### src/speed_macros.svh
`ifndef SPEED_MACROS_SVH
`define SPEED_MACROS_SVH

// datapath widths
`define SAMPLE_W 16
`define FACTOR_W 4
`define STEP_W 4

// control widths
`define SPEED_W 4
`define PHASE_W 4 // phase tops out at 11

// speed code values
`define CODE_NORMAL 4'b0000
`define CODE_MUTE 4'b1000

// fast band 1001..1111 gives N = code - 7
`define FAST_BIAS 4'd7

// slow band 0001..0111 gives N = code + 1
`define SLOW_BIAS 4'd1

`endif

### src/audio_pkg.sv
`default_nettype none

`include "speed_macros.svh"

package audio_pkg;

	// one signed pcm word
	typedef logic signed [`SAMPLE_W-1:0] sample_t;

	// speed ratio N, 1 to 8
	typedef logic [`FACTOR_W-1:0] factor_t;

	// blend index j between the two stores
	typedef logic [`STEP_W-1:0] blend_step_t;

endpackage

`default_nettype wire

### src/speed_pkg.sv
`default_nettype none

`include "speed_macros.svh"

package speed_pkg;

	// raw code from the player front end
	typedef logic [`SPEED_W-1:0] speed_code_t;

	// position inside one output cycle
	typedef logic [`PHASE_W-1:0] phase_t;

	// decoded behaviour of the unit
	typedef enum logic [2:0] {
		MODE_NORMAL,
		MODE_FAST,
		MODE_SLOW_REPEAT,
		MODE_SLOW_INTERP,
		MODE_MUTE
	} play_mode_e;

	// what the output register takes on a step
	typedef enum logic [2:0] {
		SEL_HOLD,   // keep data_out
		SEL_INPUT,  // fresh sample
		SEL_STORE1, // older stored sample
		SEL_STORE2, // newer stored sample
		SEL_BLEND,  // weighted mix
		SEL_ZERO    // mute
	} out_sel_e;

endpackage

`default_nettype wire

### src/playback_ctrl.sv
`default_nettype none
`timescale 1ns/100ps

`include "speed_macros.svh"

module playback_ctrl (
	input wire i_clk,
	input wire i_rst,
	input wire speed_pkg::speed_code_t play_speed,
	input wire slot_way,
	input wire i2s_request,
	input wire data_valid,

	output logic request_data,
	output logic valid,
	output speed_pkg::out_sel_e out_sel,
	output logic load_store1,
	output logic shift_store,
	output logic load_store2,
	output audio_pkg::blend_step_t blend_step,
	output audio_pkg::factor_t factor
);

	import speed_pkg::*;
	import audio_pkg::*;

	localparam phase_t PH_FIRST = phase_t'(1);
	localparam phase_t PH_LOAD2 = phase_t'(2);
	localparam phase_t PH_SHOW1 = phase_t'(3); // first interp output phase

	play_mode_e mode;
	phase_t phase, phase_next;
	logic step;
	logic request_next, valid_next;

	assign step = i2s_request & data_valid;

	// speed code to mode and ratio
	always_comb begin
		if (play_speed == `CODE_NORMAL) begin
			mode = MODE_NORMAL;
			factor = factor_t'(1);
		end else if (play_speed == `CODE_MUTE) begin
			mode = MODE_MUTE;
			factor = factor_t'(1);
		end else if (play_speed[`SPEED_W-1]) begin
			mode = MODE_FAST;
			factor = factor_t'(play_speed - `FAST_BIAS);
		end else begin
			mode = slot_way ? MODE_SLOW_INTERP : MODE_SLOW_REPEAT;
			factor = factor_t'(play_speed + `SLOW_BIAS);
		end
	end

	always_comb begin
		request_next = request_data;
		valid_next = valid;
		phase_next = phase;
		out_sel = SEL_HOLD;
		load_store1 = 1'b0;
		shift_store = 1'b0;
		load_store2 = 1'b0;
		blend_step = '0;
		if (step) begin
			case (mode)
				MODE_NORMAL: begin
					out_sel = SEL_INPUT;
					valid_next = 1'b1;
					request_next = 1'b1;
					phase_next = PH_FIRST;
				end
				MODE_FAST: begin
					request_next = 1'b1;
					if (phase == phase_t'(factor)) begin
						out_sel = SEL_INPUT; // keep one in N
						valid_next = 1'b1;
						phase_next = PH_FIRST;
					end else begin
						valid_next = 1'b0; // dropped sample
						phase_next = phase + phase_t'(1);
					end
				end
				MODE_SLOW_REPEAT: begin
					valid_next = 1'b1;
					if (phase == phase_t'(factor)) begin
						out_sel = SEL_INPUT;
						load_store1 = 1'b1;
						request_next = 1'b1;
						phase_next = PH_FIRST;
					end else begin
						out_sel = SEL_STORE1; // repeat last capture
						request_next = 1'b0;
						phase_next = phase + phase_t'(1);
					end
				end
				MODE_SLOW_INTERP: begin
					if (phase == PH_FIRST) begin
						shift_store = 1'b1; // newer becomes older
						valid_next = 1'b0;
						request_next = 1'b1;
						phase_next = phase + phase_t'(1);
					end else if (phase == PH_LOAD2) begin
						load_store2 = 1'b1;
						valid_next = 1'b0;
						request_next = 1'b1;
						phase_next = phase + phase_t'(1);
					end else if (phase == phase_t'(factor) + PH_SHOW1) begin
						out_sel = SEL_STORE2;
						valid_next = 1'b1;
						request_next = 1'b0;
						phase_next = PH_FIRST;
					end else begin
						out_sel = (phase == PH_SHOW1) ? SEL_STORE1 : SEL_BLEND;
						blend_step = blend_step_t'(phase - PH_SHOW1);
						valid_next = 1'b1;
						request_next = 1'b0;
						phase_next = phase + phase_t'(1);
					end
				end
				default: begin
					out_sel = SEL_ZERO; // phase holds in mute
					valid_next = 1'b0;
					request_next = 1'b0;
				end
			endcase
		end
	end

	always_ff @(posedge i_clk or posedge i_rst) begin
		if (i_rst) begin
			phase <= PH_FIRST;
			request_data <= 1'b0;
			valid <= 1'b0;
		end else begin
			phase <= phase_next;
			request_data <= request_next;
			valid <= valid_next;
		end
	end

	// phase stays inside the cycle of the decoded ratio
	a_phase_range: assert property (@(posedge i_clk) disable iff (i_rst)
		step |-> (phase >= PH_FIRST) && (phase <= phase_t'(factor) + PH_SHOW1))
		else $error("phase %0d out of range for N %0d", phase, factor);

	// stores only move on a step
	a_store_on_step: assert property (@(posedge i_clk) disable iff (i_rst)
		(load_store1 || shift_store || load_store2) |-> step)
		else $error("store control without step");

endmodule

`default_nettype wire

### src/sample_datapath.sv
`default_nettype none
`timescale 1ns/100ps

`include "speed_macros.svh"

module sample_datapath (
	input wire i_clk,
	input wire i_rst,
	input wire audio_pkg::sample_t data_in,
	input wire speed_pkg::out_sel_e out_sel,
	input wire load_store1,
	input wire shift_store,
	input wire load_store2,
	input wire audio_pkg::blend_step_t blend_step,
	input wire audio_pkg::factor_t factor,

	output audio_pkg::sample_t data_out
);

	import audio_pkg::*;
	import speed_pkg::*;

	typedef logic signed [`SAMPLE_W+`FACTOR_W:0] product_t; // sample times weight

	sample_t store_1, store_2;
	sample_t blend;
	sample_t out_next;

	// weights carry a zero sign bit so the divide stays signed
	logic signed [`FACTOR_W+1:0] weight_1, weight_2, divisor;
	product_t term_1, term_2;

	assign weight_1 = $signed({2'b00, factor - blend_step});
	assign weight_2 = $signed({2'b00, blend_step});
	assign divisor = $signed({2'b00, factor});

	// each term truncates toward zero on its own
	assign term_1 = (product_t'(store_1) * product_t'(weight_1)) / product_t'(divisor);
	assign term_2 = (product_t'(store_2) * product_t'(weight_2)) / product_t'(divisor);
	assign blend = sample_t'(term_1 + term_2);

	always_comb begin
		case (out_sel)
			SEL_INPUT: out_next = data_in;
			SEL_STORE1: out_next = store_1;
			SEL_STORE2: out_next = store_2;
			SEL_BLEND: out_next = blend;
			SEL_ZERO: out_next = '0;
			default: out_next = data_out; // hold
		endcase
	end

	always_ff @(posedge i_clk or posedge i_rst) begin
		if (i_rst) begin
			store_1 <= '0;
			store_2 <= '0;
		end else begin
			if (shift_store) begin
				store_1 <= store_2;
			end else if (load_store1) begin
				store_1 <= data_in;
			end
			if (load_store2) begin
				store_2 <= data_in;
			end
		end
	end

	always_ff @(posedge i_clk or posedge i_rst) begin
		if (i_rst) begin
			data_out <= '0;
		end else begin
			data_out <= out_next;
		end
	end

	// store_1 has one source per step
	a_store1_single: assert property (@(posedge i_clk) disable iff (i_rst)
		!(shift_store && load_store1))
		else $error("shift_store and load_store1 together");

endmodule

`default_nettype wire

### src/speed_player.sv
`default_nettype none
`timescale 1ns/100ps

module speed_player (
	input wire i_clk,
	input wire i_rst,
	input wire speed_pkg::speed_code_t play_speed,
	input wire slot_way, // 1 interpolate, 0 repeat
	input wire i2s_request,
	input wire audio_pkg::sample_t data_in,
	input wire data_valid,

	output logic request_data,
	output audio_pkg::sample_t data_out,
	output logic valid
);

	speed_pkg::out_sel_e out_sel;
	logic load_store1;
	logic shift_store;
	logic load_store2;
	audio_pkg::blend_step_t blend_step;
	audio_pkg::factor_t factor;

	playback_ctrl ctrl_i (
		.i_clk (i_clk),
		.i_rst (i_rst),
		.play_speed (play_speed),
		.slot_way (slot_way),
		.i2s_request (i2s_request),
		.data_valid (data_valid),
		.request_data (request_data),
		.valid (valid),
		.out_sel (out_sel),
		.load_store1 (load_store1),
		.shift_store (shift_store),
		.load_store2 (load_store2),
		.blend_step (blend_step),
		.factor (factor)
	);

	sample_datapath datapath_i (
		.i_clk (i_clk),
		.i_rst (i_rst),
		.data_in (data_in),
		.out_sel (out_sel),
		.load_store1 (load_store1),
		.shift_store (shift_store),
		.load_store2 (load_store2),
		.blend_step (blend_step),
		.factor (factor),
		.data_out (data_out)
	);

endmodule

`default_nettype wire

### config.mk
export PLATFORM = sky130hd
export DESIGN_NAME = speed_player
export DESIGN_NICKNAME = d
export VERILOG_FILES = /design/src/audio_pkg.sv /design/src/speed_pkg.sv /design/src/playback_ctrl.sv /design/src/sample_datapath.sv /design/src/speed_player.sv
export VERILOG_INCLUDE_DIRS = /design/src
export SDC_FILE = /design/constraint.sdc
export NUM_CORES = 1
export LEC_CHECK = 0
export BUFFER_PORTS_ARGS = -buffer_cell sky130_fd_sc_hd__buf_4
export CORE_ASPECT_RATIO = 1.5
export CORE_UTILIZATION = 61
export DETAILED_ROUTE_END_ITERATION = 12
export PLACE_DENSITY = 0.8
export SLEW_MARGIN = 0
export SYNTH_ARGS = -nofsm -noshare
export SYNTH_HDL_FRONTEND = slang
export SYNTH_SLANG_ARGS = --single-unit
### constraint.sdc
create_clock -name i_clk -period 47.9 [get_ports i_clk]
set_input_delay 9.58 -clock i_clk [delete_from_list [all_inputs] [get_ports i_clk]]
set_output_delay 9.58 -clock i_clk [all_outputs]
set_load 0.1 [all_outputs]
==> results of run 1 <==
-- metrics by stage --
step | setup TNS (ns) | setup WS, ns
floorplan | -83.14 | -6.578
global placement | -83.16 | -6.212
detailed placement | -152.29 | -10.70
-- logic make-up after synthesis --
kind of cell             synth area share
AND/OR/NAND/NOR                    0.2985
AO/OA/AOI/OAI                      0.2986
adder cells (fa/ha/maj)            0.1751
buffers and inverters             0.04656
XOR/XNOR                          0.07792
multiplexers                      0.05291
flip-flops                        0.05044
-- cell usage after synthesis, drive strengths merged, types with 52 or more instances --
cell type | number | share of area
mux2 | 62 | 0.026
nor3 | 155 | 0.032
a21o | 58 | 0.016
clkbuf | 60 | 0.0096
or3 | 52 | 0.013
xnor2 | 153 | 0.050
a21oi | 271 | 0.052
fa | 68 | 0.051
nor2 | 338 | 0.047
inv | 201 | 0.028
and2 | 128 | 0.030
nand2b | 72 | 0.017
a31oi | 60 | 0.014
xor2 | 83 | 0.028
nand3 | 118 | 0.022
o21a | 99 | 0.028
dfrtp | 53 | 0.049
o21ai | 224 | 0.042
ha | 264 | 0.12
mux2i | 72 | 0.027
nand2 | 312 | 0.044
==> results list, run 1 <==
* Share of synthesized flip-flops with an asynchronous set or reset: 1.000
- The tree is rooted in a sky130_fd_sc_hd__clkbuf_16.
* Cell area after technology mapping: 26,820 um2
- Post-CTS sizing: roughly 330
- Counting the buffers created by CTS gives 5.
- Post-synth EDFFs: 0
* Starting density of the core: 0.6212
- Post-CTS timing repair inserted about 180 buffers for setup.
- Placed wire-length estimate: ~110,000 um
* Buffers on Ports: 42
- 43 I/O pins were placed.
- The synthesized design contains 54 register bits.
- The floorplan has 93 rows.
- Synth Flop Type: sky130_fd_sc_hd__dfrtp_1
* YS warnings: 0
- The flow did not finish.
- Unique cell type count in the Yosys netlist: around 140
- CTS Buffer Depth: 2
- Total cell area at the placement stage: ~39,000 um2
- Gate count after technology mapping: between 3,000 and 4,000
- Proportion of synthesized chip area in sequential cells: 0.05044
- The tree built by TritonCTS fans out to 54 sinks.
- Averaged over all synthesized cells, the footprint is 7.219 um2.
- Number of H-tree levels: 2
- The congestion estimate from routability-driven global placement came to 1.048.
* Last step reached: clock tree synthesis (4_1_cts)
- The first error in the log reads "[ERROR DPL-0033] detailed placement checks failed during check placement".
- The number of nets in the synthesized netlist is 4,072.
- In this run the vertical extent of the chip is 258.8 um.
- Count of placed standard cells including taps: 5,617
- Chip Width: 173.2 um
* Cts-stage hold buffer count: 0
==> run 2: changes to the inputs <==
CORE_ASPECT_RATIO = unset   (was 1.5)
CORE_UTILIZATION = 40   (was 61)
PLACE_DENSITY = unset   (was 0.8)
PLACE_DENSITY_LB_ADDON = 0.15   (was unset)
clock period = 62.3 ns   (was 47.9 ns; I/O delays follow)
==> results list, run 2 <==
* Post-synthesis share of cell area spent on xor and xnor gates: 0.07792 (unchanged)
- Complex-gate fraction of the synthesized area: 0.2986 (unchanged)
- Along the worst path, the maximum fanout reaches 17.
- Cts-stage hold buffer count: 0 (unchanged)
* Cts bufs inserted: 5 (unchanged)
- The final layout contains routed wiring with a total length of roughly 90,000 um.
* Proportion of synthesized chip area in sequential cells: 0.05044 (unchanged)
- Most common library cell in the layout ignoring fill and taps: sky130_fd_sc_hd__nor2_1
- Growth of design area from synthesis to finish: 14.19%
- Vias per inst: 5.964
- Hold timing on the final database bottoms out at a slack of 0.5003 ns.
- Number of synthesized register bits: 54 (unchanged)
- Syn Nets: 4,072 (unchanged)
- The netlist area before placement is 26,820 um2 (unchanged).
- The maximum level of the CTS H-tree is 2 (unchanged).
- In the synthesized netlist the dominant register cell turns out to be sky130_fd_sc_hd__dfrtp_1.
- Clock latency on the worst-skew pair, taken at its later pin, is 0.32 ns.
- For the worst setup path, the data arrival time is 59.34 ns.
* Share of synthesized flip-flops with an asynchronous set or reset: 1.000 (unchanged)
- The number of hold-slack violations in the final timing report is 0.
- Inserted Diodes: 0
- Element type at the critical path start: input port
- For this block, the initial DRC count from the detailed router was between 1,500 and 2,000.
- Worst min path class: reg -> reg
- The cell count after synthesis is 3,715 (unchanged).
- Area of all placed cells without fillers: between 30,000 and 40,000 um2
* Top cell type's share of synthesized area: 0.1232 (unchanged)
* Final ANT Viol Nets: 0
* WL per Instance: 18.44 um
* Dominant cells by area after synthesis: sky130_fd_sc_hd__ha_1 (12%), sky130_fd_sc_hd__fa_1 (5.1%), sky130_fd_sc_hd__xnor2_1 (5.0%)
- The most common cell in the synthesized netlist is sky130_fd_sc_hd__nor2_1.
* Share of cell area taken by muxes after synthesis: 0.05291 (unchanged)
* Starting density of the core: 0.4057 (-0.2155)
* Clock transition at path regs: 0.10 ns
- Largest net degree at the start of global routing: 55
- Clock root buffer master: sky130_fd_sc_hd__clkbuf_16
* Height of the chip: 260.9 um (+0.82%)
- Net count, final: between 4,000 and 5,000
* Final Setup Violations: 0
- Summing all flip-flop and latch instances after layout gives 1353 um2.
- Clock sink count: 54 (unchanged)
- Post-synthesis share of cell area spent on full adders, half adders and majority gates: 0.1751 (unchanged)
- The mean area per synthesized cell came to 7.219 um2 (unchanged).
- Number of maximum-capacitance constraint violations: 0
* Unique cell type count in the Yosys netlist: 137 (unchanged)
* RR Endpoint: datapath_i.data_out[15]$_DFFE_PP0P_
- The number of port buffers came to 42 (unchanged).
- Placed wire-length estimate: 72,180 um (-35%)
- Largest family of logic cells by synthesized area: compound AO/OA/AOI/OAI gates
* Total cell area at the placement stage: 29,180 um2 (-25%)
* CTS Buffer Depth: 2 (unchanged)
* Post-synth EDFFs: 0 (unchanged)
- After synthesis, the most frequently instantiated cells are sky130_fd_sc_hd__nor2_1 (337), sky130_fd_sc_hd__nand2_1 (309), sky130_fd_sc_hd__a21oi_1 (264), sky130_fd_sc_hd__ha_1 (264), sky130_fd_sc_hd__inv_1 (201).
- The worst hold path terminates at datapath_i.data_out[10]$_DFFE_PP0P_.
- Routed via count: 28,452
* Data required time of the critical path: between 60 and 70 ns
- In this design, the stage delay of the slowest critical-path cell is about 0.54 ns.
- Reg2Reg Setup Slack: 14.51 ns
- Place WS: -1.390 ns (+9.311 ns)
- The worst setup path is of the in -> reg kind.
- Headroom to the max-slew limit came out at 0.3502.
- In the global route stage, overall resource usage came out at 0.2469.
* Number of pins with negative max-slew slack in the final report: 0
* Clock tree from TritonCTS: yes
- The initial antenna violation count came to 0.
* Die Outline Area: between 60,000 and 70,000 um2
- The synthesized-area fraction occupied by and/or/nand/nor cells was 0.2985 (unchanged).
- Worst flop-to-flop path startpoint: ctrl_i.phase[0]$_DFFE_PP1P_
- In this run the most critical hold path is launched from datapath_i.data_out[10]$_DFFE_PP0P_.
- Highest attainable clock frequency: 16.91 MHz
* Depth of the worst register-to-register path: 250
* Fin worst setup slack: 3.172 ns
* DRC violation count after routing: 0
- At the end of the flow the core is filled with cells to 0.4633.
* Final worst path period share: 0.9491
- Between clock sinks in the finished design, the worst skew comes to between 0.02 and 0.03 ns.
- The largest total area in the synthesized netlist belongs to sky130_fd_sc_hd__ha_1.
- Largest registers: datapath_i.data_out (16), datapath_i.store_1 (16), datapath_i.store_2 (16)
* Global placer's final weighted congestion: 0.9237 (-12%)
- The slowest stage of the critical path is the sky130_fd_sc_hd__fa_1 cell.
- The run finished with clean final reports.
- 1st-pass router iterations: 5
* # fillers: 6,823
- Placeable core area: between 60,000 and 70,000 um2
- The number of standard-cell rows in the floorplan came to 94 (+1.1%).
- CP Capture Type: register
- Via count of the first global-routing pass: roughly 26,000
* Slew at the pin closest to its max-slew limit: 0.9711 ns
* Fin crit period: 59.13 ns
- Top Ports: 43 (unchanged)
- The die width came to 260.9 um (+51%).
* Most Frequent Cell on Critical Path: sky130_fd_sc_hd__ha_1
- The total overflow left after global routing is 0.
- Worst Hold Depth: 2
- Fraction of final layout cells sized beyond drive strength 1: 0.1694
- YS warnings: 0 (unchanged)
- Wire length of the first global-routing pass: 138,800 um
- Summing all multi-input logic gate instances after layout gives about 25,000 um2.
- In the layout the commonest cells are sky130_fd_sc_hd__nor2_1 (322), sky130_fd_sc_hd__nand2_1 (301), sky130_fd_sc_hd__buf_4 (281).
[run 2: worst max path at each step]
| stage | startpoint | end | slack, ns |
|---|---|---|---|
| after floorplan | play_speed[0] | datapath_i.data_out[15]$_DFFE_PP0P_ | 0.21 |
| after global placement | play_speed[0] | datapath_i.data_out[15]$_DFFE_PP0P_ | -0.01 |
| after detailed placement | play_speed[0] | datapath_i.data_out[15]$_DFFE_PP0P_ | -1.39 |
| after CTS | play_speed[0] | datapath_i.data_out[15]$_DFFE_PP0P_ | 0.0006 |
| after global routing | play_speed[0] | datapath_i.data_out[15]$_DFFE_PP0P_ | -0.29 |
| final | play_speed[0] | datapath_i.data_out[15]$_DFFE_PP0P_ | 3.17 |
[run 2: logic make-up after synthesis]
family | after synthesis
adders and majority gates | 335
DFF | 54
and+or+nand+nor | 1506
muxes | 134
AOI/OAI and AO/OA | 1149
xor gates and xnor gates | 236
buffers and inverters | 301
[run 2: per-stage QoR]
stage               setup TNS, ns  std cells
floorplan                       0       3715
global placement         -0.01101       4710
detailed placement         -5.176       4710
CTS                             0       4720
global route              -0.3469       4771
finish                          0       4771
[run 2: repair_timing]
item | 4_1_cts | 5_1_grt
pin swaps | 1 | 39
gates resized for setup | 5 | 202
gates cloned | 0 | 1
setup endpoints to repair | 7 | 16
setup buffers | 2 | 50
[run 2: layer usage]
| metal | global-route usage | share of wire |
|---|---|---|
| met5 | 0 | 0 |
| met4 | 0.03541 | 0.014 |
| met3 | 0.008450 | 0.038 |
| met2 | 0.3998 | 0.44 |
| met1 | 0.3676 | 0.51 |
[run 2: final cells by class]
| cell class | count | area share |
|---|---|---|
| clock buffer | 5 | 0.004086 |
| tap | 864 | 0.03530 |
| multi-input combinational | 3361 | 0.8212 |
| sequential | 54 | 0.04417 |
| timing repair buffer | 283 | 0.06962 |
| clock inverter | 3 | 0.0009398 |
| inverter | 201 | 0.02464 |
[run 2: worst max-delay path, delay by kind of cell]
family,cells,cell delay (ns)
AO/OA/AOI/OAI,109,18.29
AND/OR/NAND/NOR,87,15.69
adder cells (fa/ha/maj),29,8.79
buffers and inverters,17,1.75
multiplexers,6,1.60
XOR/XNOR,4,0.70
Power of run 2 is not shown: default switching activity piles up to over one toggle a cycle in this logic, so the estimate is an artifact.
